### src/verilog/fetch_pkg.sv
/*
  Shared types and sizes for the fetch subsystem.
  MAX_OUTSTANDING must be a power of two (at least 2), and FETCH_CREDITS must not exceed it.
  Fetch attributes are fixed. No PMA/PMP, cache or compressed support.
*/
package fetch_pkg;

  // Sizing
  localparam int MAX_OUTSTANDING = 2;
  localparam int FETCH_CREDITS   = 2;
  // Counters also cover one request still waiting for its grant
  localparam int CNT_W           = $clog2(MAX_OUTSTANDING + 2);
  localparam int PTR_W           = $clog2(MAX_OUTSTANDING);
  localparam int CREDIT_W        = $clog2(FETCH_CREDITS + 1);

  // First fetch address
  localparam logic [31:0] RESET_PC = 32'h0000_0080;

  // Fixed attributes: machine mode instruction fetch, normal memory, no debug
  localparam logic [2:0] FETCH_PROT    = 3'b110;
  localparam logic [1:0] FETCH_MEMTYPE = 2'b00;
  localparam logic       FETCH_DBG     = 1'b0;

  // Address phase FSM
  typedef enum logic [0:0] {
    OBI_TRANSPARENT,
    OBI_REGISTERED
  } obi_if_state_e;

  ////////////////////////////////////////////////////////////////////
  // Bus channels
  ////////////////////////////////////////////////////////////////////

  typedef struct packed {
    logic [31:0] addr;
    logic [2:0]  prot;
    logic [1:0]  memtype;
    logic        dbg;
    logic [11:0] achk;
  } obi_a_req_t;

  typedef struct packed {
    logic       req;
    logic       reqpar;
    obi_a_req_t payload;
  } obi_a_chan_t;

  typedef struct packed {
    logic gnt;
    logic gntpar;
  } obi_gnt_t;

  typedef struct packed {
    logic        rvalid;
    logic        rvalidpar;
    logic [31:0] rdata;
    logic        err;
    logic [4:0]  rchk;
  } obi_r_chan_t;

  ////////////////////////////////////////////////////////////////////
  // Fetch side
  ////////////////////////////////////////////////////////////////////

  typedef struct packed {
    logic [31:0] addr;
  } fetch_req_t;

  typedef struct packed {
    logic [31:0] rdata;
    logic        err;
    logic        parity_err;
  } fetch_resp_t;

  typedef struct packed {
    logic [31:0] pc;
    logic [31:0] rdata;
    logic        err;
    logic        parity_err;
  } instr_t;

endpackage
### src/verilog/fetch_top.sv
/*
  Instruction fetch subsystem top.
  Decode must pulse credit_return_i once per instruction it consumes.
*/
`timescale 1ns/1ps

module fetch_top (
  input  logic                   clk,
  input  logic                   rst_n,
  input  logic                   branch_i,
  input  logic [31:0]            branch_addr_i,
  input  logic                   credit_return_i,
  output logic                   instr_valid_o,
  output fetch_pkg::instr_t      instr_o,
  output fetch_pkg::obi_a_chan_t obi_a_o,
  input  fetch_pkg::obi_gnt_t    obi_gnt_i,
  input  fetch_pkg::obi_r_chan_t obi_r_i
);
  import fetch_pkg::*;

  // Controller to adapter
  logic        trans_valid;
  logic        trans_ready;
  fetch_req_t  trans;
  // Adapter to tracker
  logic        resp_valid;
  fetch_resp_t resp;
  // Tracker back to controller
  logic        drop;
  logic        flush;

  fetch_ctrl fetch_ctrl_i (
    .clk             (clk),
    .rst_n           (rst_n),
    .branch_i        (branch_i),
    .branch_addr_i   (branch_addr_i),
    .credit_return_i (credit_return_i),
    .drop_i          (drop),
    .trans_ready_i   (trans_ready),
    .trans_valid_o   (trans_valid),
    .trans_o         (trans),
    .flush_o         (flush)
  );

  instr_obi_if instr_obi_if_i (
    .clk           (clk),
    .rst_n         (rst_n),
    .trans_valid_i (trans_valid),
    .trans_ready_o (trans_ready),
    .trans_i       (trans),
    .resp_valid_o  (resp_valid),
    .resp_o        (resp),
    .obi_a_o       (obi_a_o),
    .obi_gnt_i     (obi_gnt_i),
    .obi_r_i       (obi_r_i)
  );

  // Tracker watches the address channel to capture granted fetch addresses
  fetch_resp_tracker fetch_resp_tracker_i (
    .clk           (clk),
    .rst_n         (rst_n),
    .flush_i       (flush),
    .obi_a_i       (obi_a_o),
    .obi_gnt_i     (obi_gnt_i),
    .resp_valid_i  (resp_valid),
    .resp_i        (resp),
    .instr_valid_o (instr_valid_o),
    .instr_o       (instr_o),
    .drop_o        (drop)
  );

endmodule

### src/verilog/fetch_resp_tracker.sv
/*
  Pairs each fetch response with its address and drops stale ones after a redirect.
  Responses are in order and arrive at least one cycle after their grant.
*/
`timescale 1ns/1ps

module fetch_resp_tracker (
  input  logic                   clk,
  input  logic                   rst_n,
  input  logic                   flush_i,
  input  fetch_pkg::obi_a_chan_t obi_a_i,
  input  fetch_pkg::obi_gnt_t    obi_gnt_i,
  input  logic                   resp_valid_i,
  input  fetch_pkg::fetch_resp_t resp_i,
  output logic                   instr_valid_o,
  output fetch_pkg::instr_t      instr_o,
  output logic                   drop_o
);
  import fetch_pkg::*;

  logic [31:0]      addr_mem [MAX_OUTSTANDING];
  logic [PTR_W-1:0] wptr_q;
  logic [PTR_W-1:0] rptr_q;
  logic [CNT_W-1:0] cnt_q;
  logic [CNT_W-1:0] stale_q;
  logic [CNT_W-1:0] stale_d;
  logic             push;
  logic             stale;

  // Granted address enters, each response pops one
  assign push = obi_a_i.req && obi_gnt_i.gnt;

  ////////////////////////////////////////////////////////////////////
  // Stale response filter
  ////////////////////////////////////////////////////////////////////

  // A response in the flush cycle itself is also old
  assign stale         = flush_i || (stale_q != '0);
  assign instr_valid_o = resp_valid_i && !stale;
  assign drop_o        = resp_valid_i && stale;

  always_comb begin
    stale_d = stale_q;
    if (flush_i) begin
      // Everything in flight, a held request included, minus this cycle's response
      stale_d = cnt_q + CNT_W'(obi_a_i.req) - CNT_W'(resp_valid_i);
    end else if (drop_o) begin
      stale_d = stale_q - 1'b1;
    end
  end

  always_ff @(posedge clk or negedge rst_n) begin
    if (!rst_n) begin
      wptr_q  <= '0;
      rptr_q  <= '0;
      cnt_q   <= '0;
      stale_q <= '0;
    end else begin
      wptr_q  <= wptr_q + PTR_W'(push);
      rptr_q  <= rptr_q + PTR_W'(resp_valid_i);
      cnt_q   <= cnt_q + CNT_W'(push) - CNT_W'(resp_valid_i);
      stale_q <= stale_d;
    end
  end

  // Address storage
  always_ff @(posedge clk) begin
    if (push) begin
      addr_mem[wptr_q] <= obi_a_i.payload.addr;
    end
  end

  // Instruction assembly
  assign instr_o.pc         = addr_mem[rptr_q];
  assign instr_o.rdata      = resp_i.rdata;
  assign instr_o.err        = resp_i.err;
  assign instr_o.parity_err = resp_i.parity_err;

endmodule

### src/verilog/instr_obi_if.sv
/*
  OBI address phase adapter for instruction fetch.
  Does not limit outstanding transfers itself; the caller keeps them at MAX_OUTSTANDING.
  Responses are passed on in the rvalid cycle, the consumer is always ready. rchk is not checked.
*/
`timescale 1ns/1ps

module instr_obi_if (
  input  logic                   clk,
  input  logic                   rst_n,
  input  logic                   trans_valid_i,
  output logic                   trans_ready_o,
  input  fetch_pkg::fetch_req_t  trans_i,
  output logic                   resp_valid_o,
  output fetch_pkg::fetch_resp_t resp_o,
  output fetch_pkg::obi_a_chan_t obi_a_o,
  input  fetch_pkg::obi_gnt_t    obi_gnt_i,
  input  fetch_pkg::obi_r_chan_t obi_r_i
);
  import fetch_pkg::*;

  obi_if_state_e            state_q;
  obi_if_state_e            state_d;
  obi_a_req_t               trans_payload;
  obi_a_req_t               a_req_q;
  obi_a_req_t               a_payload;
  logic                     a_req;
  logic [11:0]              achk;
  // Bit 0 stays low so cnt_q indexes the oldest entry directly
  logic [MAX_OUTSTANDING:0] parity_fifo_q;
  logic [CNT_W-1:0]         cnt_q;
  logic                     a_accept;
  logic                     gntpar_err;
  logic                     gntpar_err_q;
  logic                     gntpar_err_resp;
  logic                     rvalidpar_err;

  ////////////////////////////////////////////////////////////////////
  // Address phase payload and checksum
  ////////////////////////////////////////////////////////////////////

  // Odd parity per group; write data, atop, be and we are fixed for fetch
  always_comb begin
    achk = {
      ~^8'h00,
      ~^8'h00,
      ~^8'h00,
      ~^8'h00,
      ~^6'h00,
      ~^FETCH_DBG,
      ~^{4'b1111, 1'b0},
      ~^{FETCH_PROT, FETCH_MEMTYPE},
      ~^trans_i.addr[31:24],
      ~^trans_i.addr[23:16],
      ~^trans_i.addr[15:8],
      ~^{trans_i.addr[7:2], 2'b00}
    };
  end

  always_comb begin
    trans_payload.addr    = {trans_i.addr[31:2], 2'b00};
    trans_payload.prot    = FETCH_PROT;
    trans_payload.memtype = FETCH_MEMTYPE;
    trans_payload.dbg     = FETCH_DBG;
    trans_payload.achk    = achk;
  end

  ////////////////////////////////////////////////////////////////////
  // Address phase FSM
  ////////////////////////////////////////////////////////////////////

  always_comb begin
    state_d = state_q;
    case (state_q)
      // Ungranted request, hold it from registers from the next cycle
      OBI_TRANSPARENT: if (a_req && !obi_gnt_i.gnt) state_d = OBI_REGISTERED;
      // Grant ends the held request
      OBI_REGISTERED:  if (obi_gnt_i.gnt) state_d = OBI_TRANSPARENT;
      default:         state_d = OBI_TRANSPARENT;
    endcase
  end

  // Transparent passes trans straight through; registered never retracts
  assign a_req     = (state_q == OBI_TRANSPARENT) ? trans_valid_i : 1'b1;
  assign a_payload = (state_q == OBI_TRANSPARENT) ? trans_payload : a_req_q;

  assign obi_a_o.req     = a_req;
  assign obi_a_o.reqpar  = ~a_req;
  assign obi_a_o.payload = a_payload;

  assign trans_ready_o = (state_q == OBI_TRANSPARENT);

  always_ff @(posedge clk or negedge rst_n) begin
    if (!rst_n) begin
      state_q <= OBI_TRANSPARENT;
    end else begin
      state_q <= state_d;
    end
  end

  // Payload snapshot, only taken on entry to the registered state
  always_ff @(posedge clk) begin
    if ((state_q == OBI_TRANSPARENT) && (state_d == OBI_REGISTERED)) begin
      a_req_q <= trans_payload;
    end
  end

  ////////////////////////////////////////////////////////////////////
  // Outstanding count and parity tracking
  ////////////////////////////////////////////////////////////////////

  assign a_accept = a_req && obi_gnt_i.gnt;

  // Inverted parity: an error when the pair is equal
  assign gntpar_err    = a_req && (obi_gnt_i.gnt == obi_gnt_i.gntpar);
  assign rvalidpar_err = obi_r_i.rvalid && (obi_r_i.rvalid == obi_r_i.rvalidpar);

  always_ff @(posedge clk or negedge rst_n) begin
    if (!rst_n) begin
      cnt_q         <= '0;
      gntpar_err_q  <= 1'b0;
      parity_fifo_q <= '0;
    end else begin
      cnt_q <= cnt_q + CNT_W'(a_accept) - CNT_W'(obi_r_i.rvalid);
      // Sticky over a waited grant, cleared when the address phase ends
      if (a_req) begin
        gntpar_err_q <= obi_gnt_i.gnt ? 1'b0 : (gntpar_err || gntpar_err_q);
      end
      // Newest entry enters at bit 1
      if (a_accept) begin
        parity_fifo_q <= {parity_fifo_q[MAX_OUTSTANDING-1:1], gntpar_err || gntpar_err_q, 1'b0};
      end
    end
  end

  // Oldest outstanding grant result lines up with the current response
  assign gntpar_err_resp = parity_fifo_q[cnt_q];

  ////////////////////////////////////////////////////////////////////
  // Response channel
  ////////////////////////////////////////////////////////////////////

  assign resp_valid_o      = obi_r_i.rvalid;
  assign resp_o.rdata      = obi_r_i.rdata;
  assign resp_o.err        = obi_r_i.err;
  assign resp_o.parity_err = gntpar_err_resp || rvalidpar_err;

endmodule

### src/verilog/fetch_ctrl.sv
/*
  PC sequencing and decode credit control.
  A fetch is offered only while credits remain and no branch is present.
  Decode must return exactly one credit per consumed instruction.
*/
`timescale 1ns/1ps

module fetch_ctrl (
  input  logic                  clk,
  input  logic                  rst_n,
  input  logic                  branch_i,
  input  logic [31:0]           branch_addr_i,
  input  logic                  credit_return_i,
  input  logic                  drop_i,
  input  logic                  trans_ready_i,
  output logic                  trans_valid_o,
  output fetch_pkg::fetch_req_t trans_o,
  output logic                  flush_o
);
  import fetch_pkg::*;

  logic [31:0]         pc_q;
  logic [CREDIT_W-1:0] credit_q;
  logic [CREDIT_W-1:0] credit_d;
  // Set one cycle after reset release, holds off the first offer until then
  logic                fetch_en_q;
  logic                spend;

  ////////////////////////////////////////////////////////////////////
  // Fetch offer
  ////////////////////////////////////////////////////////////////////

  // Branch cycle never offers, the new PC is fetched from the next cycle on
  assign trans_valid_o = fetch_en_q && (credit_q != '0) && !branch_i;
  assign trans_o.addr  = pc_q;

  // Transfer handshake with the bus adapter
  assign spend = trans_valid_o && trans_ready_i;

  // Tracker uses this to mark in-flight fetches as stale
  assign flush_o = branch_i;

  ////////////////////////////////////////////////////////////////////
  // Credit counter
  ////////////////////////////////////////////////////////////////////

  // Decode return and stale drop may both arrive with a spend in one cycle
  always_comb begin
    credit_d = credit_q;
    credit_d = credit_d + CREDIT_W'(credit_return_i);
    credit_d = credit_d + CREDIT_W'(drop_i);
    credit_d = credit_d - CREDIT_W'(spend);
  end

  always_ff @(posedge clk or negedge rst_n) begin
    if (!rst_n) begin
      credit_q   <= CREDIT_W'(FETCH_CREDITS);
      fetch_en_q <= 1'b0;
    end else begin
      credit_q   <= credit_d;
      fetch_en_q <= 1'b1;
    end
  end

  ////////////////////////////////////////////////////////////////////
  // Program counter
  ////////////////////////////////////////////////////////////////////

  always_ff @(posedge clk or negedge rst_n) begin
    if (!rst_n) begin
      pc_q <= RESET_PC;
    end else if (branch_i) begin
      // Redirect wins, no transfer is accepted in this cycle
      pc_q <= branch_addr_i;
    end else if (spend) begin
      pc_q <= pc_q + 32'd4;
    end
  end

endmodule

### config.mk
export PLATFORM = sky130hd
export DESIGN_NAME = fetch_top
export DESIGN_NICKNAME = d
export VERILOG_FILES = /design/src/verilog/fetch_pkg.sv /design/src/verilog/fetch_top.sv /design/src/verilog/fetch_resp_tracker.sv /design/src/verilog/instr_obi_if.sv /design/src/verilog/fetch_ctrl.sv
export SDC_FILE = /design/constraint.sdc
export NUM_CORES = 1
export LEC_CHECK = 0
export ABC_AREA = 1
export BUFFER_PORTS_ARGS = -buffer_cell sky130_fd_sc_hd__clkbuf_2
export CAP_MARGIN = 20
export CORE_ASPECT_RATIO = 1.25
export CORE_MARGIN = 5
export CORE_UTILIZATION = 50
export DETAILED_ROUTE_END_ITERATION = 8
export PLACE_DENSITY = 0.87
export SYNTH_ARGS = -nofsm -noshare
export SYNTH_HDL_FRONTEND = slang
export SYNTH_SLANG_ARGS = --single-unit
### constraint.sdc
create_clock -name clk -period 4.4 [get_ports clk]
set_clock_uncertainty 0.15 [all_clocks]
set_input_delay 0.22 -clock clk [delete_from_list [all_inputs] [get_ports clk]]
set_output_delay 0.22 -clock clk [all_outputs]
set_load 0.1 [all_outputs]
-- Word level (Yosys, flattened, before mapping)
Memories as Yosys holds them, arrays and structs flattened.
Cells that the tools add are included.
- add/sub/neg operators: 13
- magnitude comparators: 1
- eq/ne operators: 2
- multiplexer cells: 14
- bitwise gates (word level): 2
- reduce and logical (&&, ||, !) cells: 24
- operators by type and width (cell ; count):
    two-way mux 32 bit ; 2
    two-way mux 50 bit ; 1
    adder 32 x 3 -> 32 bit (second input constant) ; 1
    XNOR reduction 8 bit ; 4
    adder 2 x 1 -> 2 bit ; 5
    logical AND 1 bit ; 10
    nonzero test 2 bit ; 4
    subtractor 2 x 1 -> 2 bit ; 4
    two-way mux 1 bit ; 7
    two-way mux 2 bit ; 2
    logical NOT 1 bit ; 3
    logical OR 1 bit ; 3
    < comparator 2 x 3 -> 1 bit (second input constant) ; 1
    adder 1 bit ; 2
    binary-select mux 1 bit (select 2 bit) ; 1
    equality test 1 bit ; 2
    inverter 1 bit ; 2
    one-hot mux 1 bit (2 select lines) ; 1
    subtractor 2 x 1 -> 2 bit (second input constant) ; 1
- bits in registers: 81
- RAM bits: 64
- output and inout bits: 119
- word-level logic and storage cells: 70
- memories: 1
- memory list (memory ; depth ; bits a word ; read ports ; clocked after memory_dff ; wr ports ; line ; text):
    fetch_resp_tracker_i.addr_mem ; 2 ; 32 ; 1 ; 0 ; 1 ; fetch_resp_tracker.sv:21 ; logic [31:0] addr_mem [MAX_OUTSTANDING];

-- Longest topological paths before layout
- word-level depth: 8
- mapped depth: 9
- depth with buffers taken out: 9

-- By module
From an unflattened synthesis, not the netlist that was laid out.
- cells, all modules: 934
- area, all modules: 8428.1 um^2
- modules (own cells, without submodules) (module ; instances ; cells an instance ; area an instance (um^2) ; seq. area each (um^2)):
    fetch_resp_tracker ; 1 ; 183 ; 3098.0 ; 2072.0
    instr_obi_if ; 1 ; 361 ; 2721.4 ; 1171.1
    fetch_ctrl ; 1 ; 390 ; 2608.8 ; 878.3

-- Worst setup path after synthesis
No wires, ideal clock.
- path type: register -> register
- start: register instr_obi_if_i.state_q
- end: memory fetch_resp_tracker_i.addr_mem[0][29], data pin
- data arrival time: 3.033 ns
- slack: 0.585 ns
- cell stages (with the launch flop): 4
- path buffers: 2
- period minus slack after synthesis: 3.815 ns
- cell sequence: dfrtp_1 -> clkbuf_1 -> clkbuf_1 -> o21ai_0
- RTL lines (element ; line ; text):
    from (decl) ; instr_obi_if.sv:22 ; obi_if_state_e state_q;
    from (signal assigned) ; instr_obi_if.sv:97 ; state_q <= state_d;
    to (decl) ; fetch_resp_tracker.sv:21 ;

==> metrics <==
result of the run completed; pwr dens roughly 790 mW/mm2; Tcrit/Tclk final between 60% and 70%; Total Routing Usage GR between 20% and 30%; actual slew at the worst max-slew pin 799 ps; die area 0.0168 mm2; Routability Congestion a little under 0.9; minimum period implied by the final worst setup slack approximately 2800 ps; Initial Util about half; Port Buffers approximately 110; post-synthesis register bit count ~140; path category of the worst min-delay check in -> reg; count of cells resized by post-cts repair 0; Avg Synthesized Cell Area 9.97 um2; gate count of the mapped netlist between 700 and 800; final count of negative-setup-slack endpoints 0; fraction of final layout cells sized beyond drive strength 1 a little under a quarter; minimum setup slack among reg-to-reg paths between 2000 and 2500 ps; detailed placement HPWL 11300 um; first element of the critical path fetch_ctrl_i.trans_o[27]; synthesis warning total 0; standard-cell rows 48; via count of the routed design ~5400; pin count of the biggest net entering global routing 58; initial antenna violation count 0; final setup TNS 0 ps; vias in the first global route between 5000 and 6000; per-cell routed wire length about 17 um; Reg-to-Reg End fetch_resp_tracker_i.addr_mem[1][21]; buffer cell driving the clock tree root sky130_fd_sc_hd__clkbuf_16; H-tree depth reported by CTS 4; Worst EP required 4030 ps; launching element type of the critical path flip-flop; detailed-route wire length ~17000 um; number of cells on the worst reg-to-reg path 6; post-layout worst setup margin between 1500 and 2000 ps; Final Slew Violations 0; remaining antenna violation count 0; Area growth syn-to-layout 18.0%; Synth Cell Area between 0.007 and 0.008 mm2; detail-routed via count per cell around 5.3; total power draw between 6 and 7 mW; number of buffers created by CTS 17; Die Y ~140 um; drt drc 0; wire length of the first global-routing pass ~27000 um; clock transition at the register clock pins on the worst setup and hold paths after CTS approximately 60 ps; headroom to the max-slew limit a little under half; static leakage between 3 and 4 nW; worst setup path category reg -> out; share of the yosys chip area belonging to registers a little under three fifths; number of distinct standard cells referenced by the synthesized netlist 36; placeable core region 0.0139 mm2; number of nets in the finished design just over 900; post-placement setup slack ~1900 ps; width of the chip 117 um; Congestion Overflow GR 0; CTS tree built; number of failing hold endpoints at the final stage 0; Iteration-0 DRC Markers 517; top fanout value on the critical path 6; first-pass iteration count of the detailed router 7; number of buffers on the longest clock path 2; RSZ-0062 raised after global routing false; end point of the critical path obi_a_o[3]; Setup crit end kind primary output; fmax 0.358 GHz; CTS sink cnt approximately 140; maximum vdd ir drop between 600 and 700 uV; endpoint arrival time on the critical path approximately 2400 ps; Skew-Pair Late Insertion Delay roughly 420 ps; number of ports placed on the die boundary 197; Max-cap violations 0; reg-to-reg startpoint instr_obi_if_i.state_q
registers in the layout (all words and copies together) (netlist names):
register                       count
instr_obi_if_i.cnt_q               2
instr_obi_if_i.state_q             1
fetch_ctrl_i.credit_q              2
fetch_resp_tracker_i.cnt_q         2
instr_obi_if_i.a_req_q            34
fetch_resp_tracker_i.addr_mem     60
fetch_resp_tracker_i.wptr_q        1
instr_obi_if_i.parity_fifo_q       2
fetch_ctrl_i.trans_o              30
instr_obi_if_i.gntpar_err_q        1
fetch_resp_tracker_i.stale_q       2
fetch_resp_tracker_i.rptr_q        1
fetch_ctrl_i.fetch_en_q            1
how the worst min path moves through the flow:
stage                           start                         endpoint  slack (ps)  depth (start not counted)
finish              branch_addr_i[12]         fetch_ctrl_i.trans_o[12]          20                          3
global route        branch_addr_i[16]         fetch_ctrl_i.trans_o[16]          80                          5
CTS                 branch_addr_i[12]         fetch_ctrl_i.trans_o[12]          20                          3
detailed placement              rst_n          fetch_ctrl_i.trans_o[2]         200                          2
global placement                rst_n  fetch_resp_tracker_i.stale_q[0]         210                          2
floorplan                       rst_n         fetch_ctrl_i.credit_q[0]        -230                          0
logic make-up (layout without fill, tap and decap cells):
kind of cell | Yosys count | count (layout) | share of synthesized area, %
mux | 30 | 30 | 4.72
fa+ha+maj | 24 | 24 | 4.30
xor+xnor | 23 | 23 | 2.82
buf+inv | 124 | 222 | 9.73
flops | 139 | 139 | 55.3
simple gates | 306 | 306 | 17.8
compound gates | 69 | 69 | 5.30
other cells | 2 | 20 | 0.105
cell usage after synthesis:
cell type                  count  area (um2)
sky130_fd_sc_hd__fa_1          1        20.0
sky130_fd_sc_hd__o22ai_1       1        6.26
sky130_fd_sc_hd__nor2_2        4        25.0
sky130_fd_sc_hd__conb_1        2        7.51
sky130_fd_sc_hd__inv_4         1        6.26
sky130_fd_sc_hd__xnor2_1      14         123
sky130_fd_sc_hd__nand4_1       5        31.3
sky130_fd_sc_hd__or2_2         2        12.5
sky130_fd_sc_hd__o21ai_2       1        8.76
sky130_fd_sc_hd__inv_1        49         184
sky130_fd_sc_hd__nor2_1       65         244
sky130_fd_sc_hd__and3_1        1        6.26
sky130_fd_sc_hd__o221ai_1      1        8.76
sky130_fd_sc_hd__dfstp_2       2        52.6
sky130_fd_sc_hd__nor3_4        1        16.3
sky130_fd_sc_hd__ha_1         23         288
sky130_fd_sc_hd__xor2_1        9        78.8
sky130_fd_sc_hd__edfxtp_1     94        2820
sky130_fd_sc_hd__nor3_1        3        15.0
sky130_fd_sc_hd__buf_4        52         390
sky130_fd_sc_hd__nor2_8        1        20.0
sky130_fd_sc_hd__nor2_4        1        11.3
sky130_fd_sc_hd__nand3_1      35         175
sky130_fd_sc_hd__buf_6         2        22.5
sky130_fd_sc_hd__buf_2        14        70.1
sky130_fd_sc_hd__buf_1         1        3.75
sky130_fd_sc_hd__dfrtp_1      43        1080
sky130_fd_sc_hd__nand2_1     187         702
sky130_fd_sc_hd__o21ai_0      48         240
sky130_fd_sc_hd__clkbuf_1      5        18.8
sky130_fd_sc_hd__o311ai_0      1        8.76
sky130_fd_sc_hd__mux2_2       30         338
sky130_fd_sc_hd__a31oi_1       5        31.3
sky130_fd_sc_hd__a21oi_1       6        30.0
sky130_fd_sc_hd__nand2_4       1        11.3
sky130_fd_sc_hd__o211ai_1      6        45.0
critical path, cell delays in order (launching register included):
cell	delay (ps)
sky130_fd_sc_hd__dfrtp_1	440
sky130_fd_sc_hd__ha_1	310
sky130_fd_sc_hd__xnor2_1	150
sky130_fd_sc_hd__or2_2	290
sky130_fd_sc_hd__nand2_1	70
sky130_fd_sc_hd__nand2_1	50
sky130_fd_sc_hd__nand2_1	90
sky130_fd_sc_hd__nand2_1	70
sky130_fd_sc_hd__nand2_1	80
sky130_fd_sc_hd__clkbuf_2	460
through the flow:
step / utilization (%) / hold slack [ps] / std cells / cell area, um2
2_1_floorplan: - / -226 / 734 / 7210
3_3_place_gp: 53.9 / 209 / 947 / 7510
3_5_place_dp: 53.9 / 202 / 947 / 7510
4_1_cts: 60.5 / 17.4 / 1007 / 8440
5_1_grt: 60.5 / 78.8 / 1007 / 8440
6_report: 60.6 / 22.5 / 1008 / 8440
placed cells by master (no fill, tap or decap), types with 2 or more instances in the layout:
master                            n
sky130_fd_sc_hd__nand2_1        187
sky130_fd_sc_hd__clkbuf_2       105
sky130_fd_sc_hd__edfxtp_1        94
sky130_fd_sc_hd__nor2_1          64
sky130_fd_sc_hd__inv_1           49
sky130_fd_sc_hd__o21ai_0         48
sky130_fd_sc_hd__dfrtp_1         43
sky130_fd_sc_hd__nand3_1         35
sky130_fd_sc_hd__mux2_2          30
sky130_fd_sc_hd__dlygate4sd3_1   28
sky130_fd_sc_hd__ha_1            23
sky130_fd_sc_hd__conb_1          19
sky130_fd_sc_hd__clkbuf_16       17
sky130_fd_sc_hd__xnor2_1         14
sky130_fd_sc_hd__xor2_1           9
sky130_fd_sc_hd__buf_4            7
sky130_fd_sc_hd__o211ai_1         6
sky130_fd_sc_hd__a21oi_1          6
sky130_fd_sc_hd__nor2_2           5
sky130_fd_sc_hd__a31oi_1          5
sky130_fd_sc_hd__nand4_1          5
sky130_fd_sc_hd__bufinv_16        5
sky130_fd_sc_hd__nor3_1           3
sky130_fd_sc_hd__clkinvlp_4       3
sky130_fd_sc_hd__clkinv_4         3
sky130_fd_sc_hd__or2_2            2
sky130_fd_sc_hd__clkinv_2         2
sky130_fd_sc_hd__dfstp_2          2
layer usage:
metal,track usage [%],wire length (um),vias to the layer above
li1,-,-,2529
met1,24.5,6470,2520
met2,36.0,8710,246
met3,4.17,1130,60
met4,10.2,686,0
met5,0,0,-
cell type report:
| cell class | instances | area [um2] |
|---|---|---|
| antenna | 1 | 2.50 |
| fill | 1091 | 5500 |
| tap | 175 | 219 |
| clock inverter | 15 | 221 |
| multi-input combinational | 471 | 2570 |
| timing repair buffer | 140 | 858 |
| inverter | 50 | 190 |
| sequential | 139 | 3950 |
| clock buffer | 17 | 425 |
power by group:
part / switching (mW) / total (mW) / internal (mW) / leakage [nW]
Clock: 0.554 / 1.56 / 1.00 / 0.307
Sequential: 0.162 / 1.88 / 1.71 / 1.39
Combinational: 2.61 / 3.21 / 0.600 / 1.95
what timing repair did:
item / in CTS / in global routing
hold buffers: 28 / 0
hold endpoints to repair: 72 / 0
setup buffers: 0 / 0
No activity file was read; power rests on OpenSTA's default activity.
